[src/logic/intr_test_pkg.sv]
// ==================================================
// Interrupt test package: CSR map, user flags,
// host and MMIO bus structs, engine states, test ID
// ==================================================

package intr_test_pkg;

    // Global CSR space
    localparam int NUM_CSRS = 8;
    localparam int MMIO_ADDR_W = 16;

    // Host write channel widths
    localparam int HOST_ADDR_W = 48;
    localparam int HC_UFLAG_WIDTH = 8;
    localparam int HC_USER_W = 16;

    // Test identifier returned in CSR 0 (low) and CSR 1 (high)
    localparam logic [127:0] TEST_ID = 128'h85d2a7e8_afd3_4307_bbc0_10592f1e1366;

    // Low user flags, interrupt in bit 0 and fence in bit 1
    typedef struct packed {
        logic [5:0] rsvd;
        logic       fence;
        logic       interrupt;
    } t_hc_user_flags;

    // Write command
    typedef struct packed {
        logic [HOST_ADDR_W-1:0] addr;
        logic [HC_USER_W-1:0]   user;
    } t_host_aw;

    // Write data beat
    typedef struct packed {
        logic [63:0] data;
        logic [7:0]  strb;
        logic        last;
    } t_host_w;

    // Write response
    typedef struct packed {
        logic [1:0]           resp;
        logic [HC_USER_W-1:0] user;
    } t_host_b;

    // MMIO write request, address and data travel together
    typedef struct packed {
        logic [MMIO_ADDR_W-1:0] addr;
        logic [63:0]            data;
    } t_mmio_wr;

    // MMIO read data
    typedef struct packed {
        logic [63:0] data;
    } t_mmio_rd_rsp;

    // Command engine states
    typedef enum logic {
        ENG_IDLE,
        ENG_ACTIVE
    } t_eng_state;

endpackage

[src/logic/csr_mgr.sv]
// ==================================================
// MMIO lite slave with CSR read mux and start strobe
// ==================================================

`timescale 1ns/1ns

module csr_mgr
  #(
    parameter int NUM_INTR_IDS = 4
    )
   (
    input  logic                                      clk,
    input  logic                                      reset_n,

    // MMIO write path
    input  logic                                      mmio_wr_valid,
    input  intr_test_pkg::t_mmio_wr                   mmio_wr,
    output logic                                      mmio_wr_ready,
    output logic                                      mmio_b_valid,
    input  logic                                      mmio_b_ready,

    // MMIO read path
    input  logic                                      mmio_ar_valid,
    input  logic [intr_test_pkg::MMIO_ADDR_W-1:0]     mmio_ar_addr,
    output logic                                      mmio_ar_ready,
    output logic                                      mmio_r_valid,
    output intr_test_pkg::t_mmio_rd_rsp               mmio_r,
    input  logic                                      mmio_r_ready,

    // Status from the response tracker
    input  logic [$clog2(NUM_INTR_IDS):0]             intr_count,
    input  logic [NUM_INTR_IDS-1:0]                   intr_mask,
    input  logic                                      rsp_error,

    // Run control to engine and tracker
    output logic                                      start,
    output logic [$clog2(NUM_INTR_IDS)-1:0]           start_id
    );

    import intr_test_pkg::*;

    localparam int IDX_W = $clog2(NUM_INTR_IDS);
    localparam int CSR_IDX_W = $clog2(NUM_CSRS);

    // CSR index is the address above the 8-byte offset
    localparam int ADDR_IDX_W = MMIO_ADDR_W - 3;

    logic [ADDR_IDX_W-1:0] wr_idx;
    logic [ADDR_IDX_W-1:0] rd_idx;
    logic                  wr_fire;
    logic                  ar_fire;
    logic [63:0]           csr_rd [NUM_CSRS];
    logic [63:0]           rd_val;

    assign wr_idx = mmio_wr.addr[MMIO_ADDR_W-1:3];
    assign rd_idx = mmio_ar_addr[MMIO_ADDR_W-1:3];

    // ==================================================
    // Write path
    // ==================================================

    // One write in flight at a time
    assign mmio_wr_ready = !mmio_b_valid;
    assign wr_fire = mmio_wr_valid && mmio_wr_ready;

    // Write response held until the master takes it
    always_ff @(posedge clk)
    begin
        if (!reset_n)
        begin
            mmio_b_valid <= 1'b0;
        end
        else if (wr_fire)
        begin
            mmio_b_valid <= 1'b1;
        end
        else if (mmio_b_ready)
        begin
            mmio_b_valid <= 1'b0;
        end
    end

    // Write to CSR 0 launches a run
    always_ff @(posedge clk)
    begin
        if (!reset_n)
        begin
            start <= 1'b0;
        end
        else
        begin
            start <= wr_fire && (wr_idx == '0);
        end
    end

    // Starting index from the low data bits
    always_ff @(posedge clk)
    begin
        if (wr_fire && (wr_idx == '0))
        begin
            start_id <= mmio_wr.data[IDX_W-1:0];
        end
    end

    // ==================================================
    // Read mux
    // ==================================================

    always_comb
    begin
        for (int i = 0; i < NUM_CSRS; i = i + 1)
        begin
            csr_rd[i] = 64'd0;
        end

        csr_rd[0] = TEST_ID[63:0];
        csr_rd[1] = TEST_ID[127:64];
        // Interrupt IDs and a single engine
        csr_rd[2] = {48'd0, 8'(NUM_INTR_IDS), 8'd1};
        // Returned index mask and response count
        csr_rd[3] = {40'd0, 16'(intr_mask), 8'(intr_count)};
        csr_rd[4] = {63'd0, rsp_error};
    end

    // Indices past the CSR space read as zero
    assign rd_val = (rd_idx < ADDR_IDX_W'(NUM_CSRS)) ? csr_rd[rd_idx[CSR_IDX_W-1:0]] : 64'd0;

    // ==================================================
    // Read path
    // ==================================================

    assign mmio_ar_ready = !mmio_r_valid;
    assign ar_fire = mmio_ar_valid && mmio_ar_ready;

    always_ff @(posedge clk)
    begin
        if (!reset_n)
        begin
            mmio_r_valid <= 1'b0;
        end
        else if (ar_fire)
        begin
            mmio_r_valid <= 1'b1;
        end
        else if (mmio_r_ready)
        begin
            mmio_r_valid <= 1'b0;
        end
    end

    // Register value sampled when the read is accepted
    always_ff @(posedge clk)
    begin
        if (ar_fire)
        begin
            mmio_r.data <= rd_val;
        end
    end

    // Held read data must not change under back-pressure
    assert property (@(posedge clk) disable iff (!reset_n)
        mmio_r_valid && !mmio_r_ready |=> mmio_r_valid && $stable(mmio_r));

endmodule

[src/logic/intr_cmd_engine.sv]
// ==================================================
// Countdown engine issuing interrupt write commands
// ==================================================

`timescale 1ns/1ns

module intr_cmd_engine
  #(
    parameter int NUM_INTR_IDS = 4
    )
   (
    input  logic                              clk,
    input  logic                              reset_n,

    input  logic                              start,
    input  logic [$clog2(NUM_INTR_IDS)-1:0]   start_id,

    // Host write command and data
    output logic                              host_aw_valid,
    output intr_test_pkg::t_host_aw           host_aw,
    input  logic                              host_aw_ready,
    output logic                              host_w_valid,
    output intr_test_pkg::t_host_w            host_w,
    input  logic                              host_w_ready
    );

    import intr_test_pkg::*;

    localparam int IDX_W = $clog2(NUM_INTR_IDS);

    t_eng_state     state;
    logic [IDX_W-1:0] cur_idx;
    logic           beat_fire;
    t_hc_user_flags cmd_flags;

    // aw and w move as one beat
    assign beat_fire = (state == ENG_ACTIVE) && host_aw_ready && host_w_ready;

    // ==================================================
    // Countdown state
    // ==================================================

    always_ff @(posedge clk)
    begin
        if (!reset_n)
        begin
            state <= ENG_IDLE;
            cur_idx <= '0;
        end
        else if (start)
        begin
            // A start also restarts an active run
            state <= ENG_ACTIVE;
            cur_idx <= start_id;
        end
        else if (beat_fire)
        begin
            // Index 0 is the last command
            if (cur_idx == '0)
            begin
                state <= ENG_IDLE;
            end
            cur_idx <= cur_idx - 1'b1;
        end
    end

    // ==================================================
    // Command payload
    // ==================================================

    always_comb
    begin
        cmd_flags = '0;
        cmd_flags.interrupt = 1'b1;

        // Valid held until the host takes the beat
        host_aw_valid = (state == ENG_ACTIVE);
        host_w_valid = (state == ENG_ACTIVE);

        // Interrupt vector in the low address bits
        host_aw = '0;
        host_aw.addr = HOST_ADDR_W'(cur_idx);
        host_aw.user[HC_UFLAG_WIDTH-1:0] = cmd_flags;
        // Index echoed above the flags to match responses
        host_aw.user[HC_UFLAG_WIDTH +: IDX_W] = cur_idx;

        // Empty data in one full beat
        host_w = '0;
        host_w.strb = '1;
        host_w.last = 1'b1;
    end

    // First command follows a start with the starting index
    assert property (@(posedge clk) disable iff (!reset_n)
        start |=> host_aw_valid && host_w_valid
                  && (host_aw.addr == HOST_ADDR_W'($past(start_id))));

    // Stalled beat keeps its payload unless a restart arrives
    assert property (@(posedge clk) disable iff (!reset_n)
        host_aw_valid && !(host_aw_ready && host_w_ready) && !start
        |=> host_aw_valid && $stable(host_aw) && $stable(host_w));

endmodule

[src/logic/intr_rsp_tracker.sv]
// ==================================================
// Write response counter, index mask, sticky error
// ==================================================

`timescale 1ns/1ns

module intr_rsp_tracker
  #(
    parameter int NUM_INTR_IDS = 4
    )
   (
    input  logic                              clk,
    input  logic                              reset_n,

    input  logic                              start,

    // Host write response, always accepted
    input  logic                              host_b_valid,
    input  intr_test_pkg::t_host_b            host_b,

    // Status to the CSR manager
    output logic [$clog2(NUM_INTR_IDS):0]     intr_count,
    output logic [NUM_INTR_IDS-1:0]           intr_mask,
    output logic                              rsp_error
    );

    import intr_test_pkg::*;

    localparam int IDX_W = $clog2(NUM_INTR_IDS);

    t_hc_user_flags   rsp_flags;
    logic [IDX_W-1:0] rsp_idx;
    logic             rsp_intr;
    logic             rsp_bad;

    // ==================================================
    // User field decode
    // ==================================================

    // Flags in the low user bits
    assign rsp_flags = t_hc_user_flags'(host_b.user[HC_UFLAG_WIDTH-1:0]);
    // Index returned above the flags
    assign rsp_idx = host_b.user[HC_UFLAG_WIDTH +: IDX_W];

    assign rsp_intr = host_b_valid && rsp_flags.interrupt;
    // Missing interrupt or unexpected fence
    assign rsp_bad = host_b_valid && (!rsp_flags.interrupt || rsp_flags.fence);

    // ==================================================
    // Counters and error
    // ==================================================

    always_ff @(posedge clk)
    begin
        if (!reset_n || start)
        begin
            intr_count <= '0;
            intr_mask <= '0;
            rsp_error <= 1'b0;
        end
        else
        begin
            // Only interrupt responses are counted
            if (rsp_intr)
            begin
                intr_count <= intr_count + 1'b1;
                intr_mask[rsp_idx] <= 1'b1;
            end

            // Sticky until next start
            if (rsp_bad)
            begin
                rsp_error <= 1'b1;
            end
        end
    end

endmodule

[src/logic/intr_test_afu.sv]
// ==================================================
// Interrupt test top: CSR manager, engine, tracker
// ==================================================

`timescale 1ns/1ns

module intr_test_afu
  #(
    parameter int NUM_INTR_IDS = 4
    )
   (
    input  logic                                  clk,
    input  logic                                  reset_n,

    // MMIO lite slave
    input  logic                                  mmio_wr_valid,
    input  intr_test_pkg::t_mmio_wr               mmio_wr,
    output logic                                  mmio_wr_ready,
    output logic                                  mmio_b_valid,
    input  logic                                  mmio_b_ready,
    input  logic                                  mmio_ar_valid,
    input  logic [intr_test_pkg::MMIO_ADDR_W-1:0] mmio_ar_addr,
    output logic                                  mmio_ar_ready,
    output logic                                  mmio_r_valid,
    output intr_test_pkg::t_mmio_rd_rsp           mmio_r,
    input  logic                                  mmio_r_ready,

    // Host write channel
    output logic                                  host_aw_valid,
    output intr_test_pkg::t_host_aw               host_aw,
    input  logic                                  host_aw_ready,
    output logic                                  host_w_valid,
    output intr_test_pkg::t_host_w                host_w,
    input  logic                                  host_w_ready,
    input  logic                                  host_b_valid,
    input  intr_test_pkg::t_host_b                host_b
    );

    // Run control
    logic                              start;
    logic [$clog2(NUM_INTR_IDS)-1:0]   start_id;

    // Tracker status
    logic [$clog2(NUM_INTR_IDS):0]     intr_count;
    logic [NUM_INTR_IDS-1:0]           intr_mask;
    logic                              rsp_error;

    csr_mgr #(.NUM_INTR_IDS(NUM_INTR_IDS)) csr_mgr_i
       (
        .clk, .reset_n,
        .mmio_wr_valid, .mmio_wr, .mmio_wr_ready, .mmio_b_valid, .mmio_b_ready,
        .mmio_ar_valid, .mmio_ar_addr, .mmio_ar_ready,
        .mmio_r_valid, .mmio_r, .mmio_r_ready,
        .intr_count, .intr_mask, .rsp_error,
        .start, .start_id
        );

    intr_cmd_engine #(.NUM_INTR_IDS(NUM_INTR_IDS)) engine_i
       (
        .clk, .reset_n,
        .start, .start_id,
        .host_aw_valid, .host_aw, .host_aw_ready,
        .host_w_valid, .host_w, .host_w_ready
        );

    intr_rsp_tracker #(.NUM_INTR_IDS(NUM_INTR_IDS)) tracker_i
       (
        .clk, .reset_n,
        .start,
        .host_b_valid, .host_b,
        .intr_count, .intr_mask, .rsp_error
        );

endmodule

[config.mk]
export PLATFORM = sky130hd
export DESIGN_NAME = intr_test_afu
export DESIGN_NICKNAME = d
export VERILOG_FILES = /design/src/logic/intr_test_pkg.sv /design/src/logic/csr_mgr.sv /design/src/logic/intr_cmd_engine.sv /design/src/logic/intr_rsp_tracker.sv /design/src/logic/intr_test_afu.sv
export SDC_FILE = /design/constraint.sdc
export NUM_CORES = 1
export LEC_CHECK = 0
export BUFFER_PORTS_ARGS = -buffer_cell sky130_fd_sc_hd__buf_4
export CORE_AREA = 5 5 126 128
export DETAILED_ROUTE_END_ITERATION = 8
export DIE_AREA = 0 0 131 133
export PLACE_DENSITY = 0.49
export SETUP_SLACK_MARGIN = 0.02
export SLEW_MARGIN = 20
export SYNTH_ARGS = -nofsm -noshare
export SYNTH_HDL_FRONTEND = slang
export SYNTH_SLANG_ARGS = --single-unit
[constraint.sdc]
create_clock -name clk -period 1.3 [get_ports clk]
set_input_delay 0.195 -clock clk [delete_from_list [all_inputs] [get_ports clk]]
set_output_delay 0.195 -clock clk [all_outputs]
set_load 0.05 [all_outputs]
# ---- Word level (Yosys, flattened, before mapping)
# Cells that the tools add are included.
dict set report totals {
  ff_bits 80
  wordCells 53
}
dict set report op_classes {
  bitwise_logic 2
  n_addsub 2
  muxes 14
  magnitude_cmp 4
  reduce_logical 21
}
# op n
set op_table {}
lappend op_table {{$bmux 64 s3} 1}
lappend op_table {{$mux 64} 2}
lappend op_table {{$logic_not 13->1} 1}
lappend op_table {{$lt 13x4->1 const B} 1}
lappend op_table {{$logic_and 1x1->1} 8}
lappend op_table {{$mux 1} 8}
lappend op_table {{$reduce_bool 2->1} 4}
lappend op_table {{$ge 4x4->1 const B} 1}
lappend op_table {{$logic_not 1->1} 4}
lappend op_table {{$mux 2} 2}
lappend op_table {{$not 3->4} 1}
lappend op_table {{$or 4x4->4} 1}
lappend op_table {{$add 3x1->3 const B} 1}
lappend op_table {{$lt 2x3->1 const B} 1}
lappend op_table {{$demux 1 s2} 1}
lappend op_table {{$ge 2x1->1 const B} 1}
lappend op_table {{$logic_not 2->1} 1}
lappend op_table {{$logic_or 1x1->1} 2}
lappend op_table {{$reduce_and 2->1} 1}
lappend op_table {{$sub 2x1->2 const B} 1}

# ---- Logic depth before layout (Yosys ltp)
dict set report depth {
  ltp_word 5
  depth_mapped 5
  ltp_nobuf 5
}

# ---- Cells and area by module
# Synthesis repeated with hierarchy kept, for this count alone.
dict set report unflattened {
  cells_unflattened 300
  hier_area_um2 2641.3
}
# mod area_per_inst_um2 seq_area_each_um2 n_inst cells_each
set modules_own_cells {}
lappend modules_own_cells {intr_cmd_engine 1179.9 60.1 1 156}
lappend modules_own_cells {csr_mgr 1161.1 420.4 1 111}
lappend modules_own_cells {intr_rsp_tracker 300.3 160.2 1 33}

# ---- Least setup slack after synthesis
# No wires, ideal clock.
dict set report synth_path {
  path_type {flip-flop to flip-flop}
  from {reg csr_mgr_i.mmio_r_valid}
  to {reg csr_mgr_i.mmio_r[0] (netlist name)}
  path_stages_with_launch 2
  setup_ns 0.377
  slack_ns -0.137
  arrival_ns 1.059
  period_less_slack_ns 1.437
  cell_sequence {dfxtp_1 -> nor2b_1}
}
dict set report synth_between {
  elab_chain_len 2
}
# item line
set synth_rtl {}
lappend synth_rtl {{start, declared} csr_mgr.sv:26} ;# output logic mmio_r_valid,
lappend synth_rtl {{start signal, assigned} csr_mgr.sv:139} ;# mmio_r_valid <= 1'b0;
lappend synth_rtl {{start signal, assigned} csr_mgr.sv:143} ;# mmio_r_valid <= 1'b1;
lappend synth_rtl {{start signal, assigned} csr_mgr.sv:147} ;# mmio_r_valid <= 1'b0;
lappend synth_rtl {{$logic_not 1->1} csr_mgr.sv:132} ;# assign mmio_ar_ready = !mmio_r_valid;
lappend synth_rtl {{$logic_and 1x1->1} csr_mgr.sv:133} ;# assign ar_fire = mmio_ar_valid && mmio_ar_ready;
lappend synth_rtl {{via csr_mgr_i.ar_fire} csr_mgr.sv:51} ;# logic ar_fire;
# The timed path passes the listed nets, and every way through them passes these cells.
# A chain may end at the register's enable or synchronous reset.

==> metrics <==
status completed; Seq cells post-synth 26; CP startpoint csr_mgr_i.mmio_r[58]$_SDFFCE_PP0P_; first-pass GRT wire length 6465 um; dpl hpwl 4571 um; Cell Area, Synth 0.002542 mm2; GPL Wtd Cong 0.7165; Die Area 0.01742 mm2; Post-Synthesis Cells 298; register area share after synthesis 25.20%; chip height 133 um; Final Hold Viols 0; Max Fanout on Critical Path 15; antenna violations before repair 0; Avg Inst Size Synth 8.532 um2; Setup crit end kind output pin; Ports 330; crit path cell chain buf_12 -> buf_4; yosys warns 0; Critical R2R Launch csr_mgr_i.mmio_b_valid$_SDFFE_PN0P_; Die Width 131 um; # nets final 488; share of cells above drive strength 1 33.15%; CP startpoint kind flip-flop; core area 0.01475 mm2; PnR worst setup slack 0.08109 ns; hold crit path type in2reg; GR Util All Layers 4.691%; H-tree depth 1; CP required 1.11 ns; Crit path largest cell delay 0.41 ns; Logic pwr share 47.0%; clock latency on the worst-skew pair 0.26 ns; Tmin final 1.219 ns; ANT nets after route 0; Crit-path slowest cell edfxtp_1; row count 45; Syn-to-layout area delta 11.86%; Net Sw Frac 49.07%; largest net degree at the start of global routing 16; Sum Neg Setup Slack 0 ns; Clock power frac 26.3%; worst path buffer plus inverter count 2; Max IR drop VDD 0.0004693 V; Avg WL per Cell 9.196 um; CTS tree done; CP Class reg2out; dpl cells 543; number of port buffers 97; Avg Vias per Cell 2.831; Net Sw Power 1.666 mW; clock-pin slew on the worst setup and hold paths 0.07 ns; largest cells by area after synthesis buf_4 56%, edfxtp_1 14%, dfxtp_1 11%, a21oi_1 2.0%, nor2_1 1.8%; MaxCap Viol Count 0; post-layout util 19.28%; TritonCTS Buffers 3; Initial Util 17.23%; deepest clock path buffer count 2; final setup fails 0; 1st-pass router iterations 4; area share of the largest cell type after synthesis 56.10%; biggest area consumer among synthesized cells buf_4; hold_sp mmio_b_ready; root buf cell clkbuf_16; Iter 0 DRT Violations 22; Residual DRC 0; Post-Place Setup Slack -0.2351 ns; Internal Power 1.729 mW; CP top delay family flip-flops; pwr dens 1194 mW/mm2; leakage power 1.477 nW; Ant. Diodes 0; unrepaired setup endpoints after global routing yes; vias in the first global route 1255; Sequential Power Share 26.7%; fmax 820.4 MHz; Data arrival, critical path 1.02 ns; vias 1557; Non-Filler Instances 550; max-slew violation count 0; DRT Wirelength 5058 um; WHS 0.1039 ns; CTS Sinks 26; number of distinct library cells after synthesis 33; gr ovfl total 0; Final period util 93.76%; skew final 0.001721 ns
[path summary, 6_finish.rpt]
kind | slack [ns] | end | depth (start not counted)
setup reg to reg | 0.14 | csr_mgr_i.start_id[1]$_DFFE_PP_ | 2
setup / recovery | 0.08 | mmio_r[52] | 2
hold / removal | 0.10 | csr_mgr_i.mmio_b_valid$_SDFFE_PN0P_ | 2
hold reg to reg | 0.45 | tracker_i.intr_mask[0]$_SDFFE_PP0P_ | 2
[cells in the final DEF (no fill, tap or decap), types with 2 or more instances in the layout]
cell	n
conb_1	150
buf_4	102
nor2_1	12
edfxtp_1	12
inv_1	10
a21oi_1	10
dfxtp_1	10
nand2_1	6
nand3_1	4
dfxtp_2	4
nor4_1	3
nor3_1	3
a211oi_1	3
clkbuf_16	3
buf_12	3
or3_1	2
nand2b_1	2
xor2_1	2
and3_1	2
a41oi_1	2
ha_1	2
[routing by layer]
| layer | GRT usage [%] | wire length (um) | vias up |
|---|---|---|---|
| li1 | - | - | 742 |
| met1 | 5.018 | 1485 | 667 |
| met2 | 8.578 | 2526 | 146 |
| met3 | 1.938 | 1022 | 2 |
| met4 | 0.8571 | 23 | 0 |
| met5 | 0 | 0 | - |
[power by group through the flow]
stage	clock (mW)	combinational (mW)	sequential (mW)
after floorplan	0	1.66	1.00
after global placement	0	1.55	0.940
after detailed placement	0	1.55	0.942
after CTS	0.922	1.59	0.908
after global routing	0.963	1.66	0.912
final	0.891	1.60	0.907
[cell usage after synthesis, drive strengths merged]
master and count:
a211oi 4, nand2 6, buf 192, a21oi 10, nor4 4, and3b 1, o2111a 1, xnor2 1
nor3 3, and4 1, nor2 12, and2 1, dfxtp 14, o21ai 1, nand3 4, nand2b 2
conb 2, ha 2, nand4b 1, nor4b 1, and3 2, edfxtp 12, or3 2, a31oi 1
inv 10, nor2b 1, clkbuf 1, a31o 1, nor3b 1, xor2 2, a41oi 2
[cell families (layout without fill, tap and decap cells)]
logic type	Yosys count	in the layout	share of synthesized area, %
XOR/XNOR	3	3	1.034
flip-flops	26	26	25.20
buffers and inverters	203	119	58.12
AO/OA/AOI/OAI	20	20	5.266
AND/OR/NAND/NOR	42	42	9.104
adder cells (fa/ha/maj)	2	2	0.9841
other	2	150	0.2954
[cell type report]
class / instances / area, um2
multi-input combinational: 217 / 994.7
clock buffer: 3 / 75.07
timing repair buffer: 105 / 825.8
clock inverter: 1 / 30.03
tap: 188 / 235.2
sequential: 26 / 645.6
fill: 1679 / 11910
inverter: 10 / 37.54
[per-stage QoR]
step                      instance area (um2)  total power, mW
after floorplan                          3124            2.666
after global placement                   2666            2.488
after detailed placement                 2666            2.491
after CTS                                2831            3.419
after global routing                     2844            3.535
final                                    2844            3.395
[what timing repair did]
item                                    4_1_cts  5_1_grt
gates resized for setup                       0        2
endpoints found under the setup margin       40       10
hold buffers                                  0        0
buffers inserted                              3        0
pin swaps                                     0        1
[registers in the layout (all words and copies together) (netlist names)]
register / flops
tracker_i.intr_count: 3
engine_i.cur_idx: 2
csr_mgr_i.start_id: 2
csr_mgr_i.start: 1
tracker_i.rsp_error: 1
tracker_i.intr_mask: 4
csr_mgr_i.mmio_b_valid: 1
engine_i.host_aw_valid: 1
csr_mgr_i.mmio_r: 10
csr_mgr_i.mmio_r_valid: 1
Power figures use the tool's default switching activity.
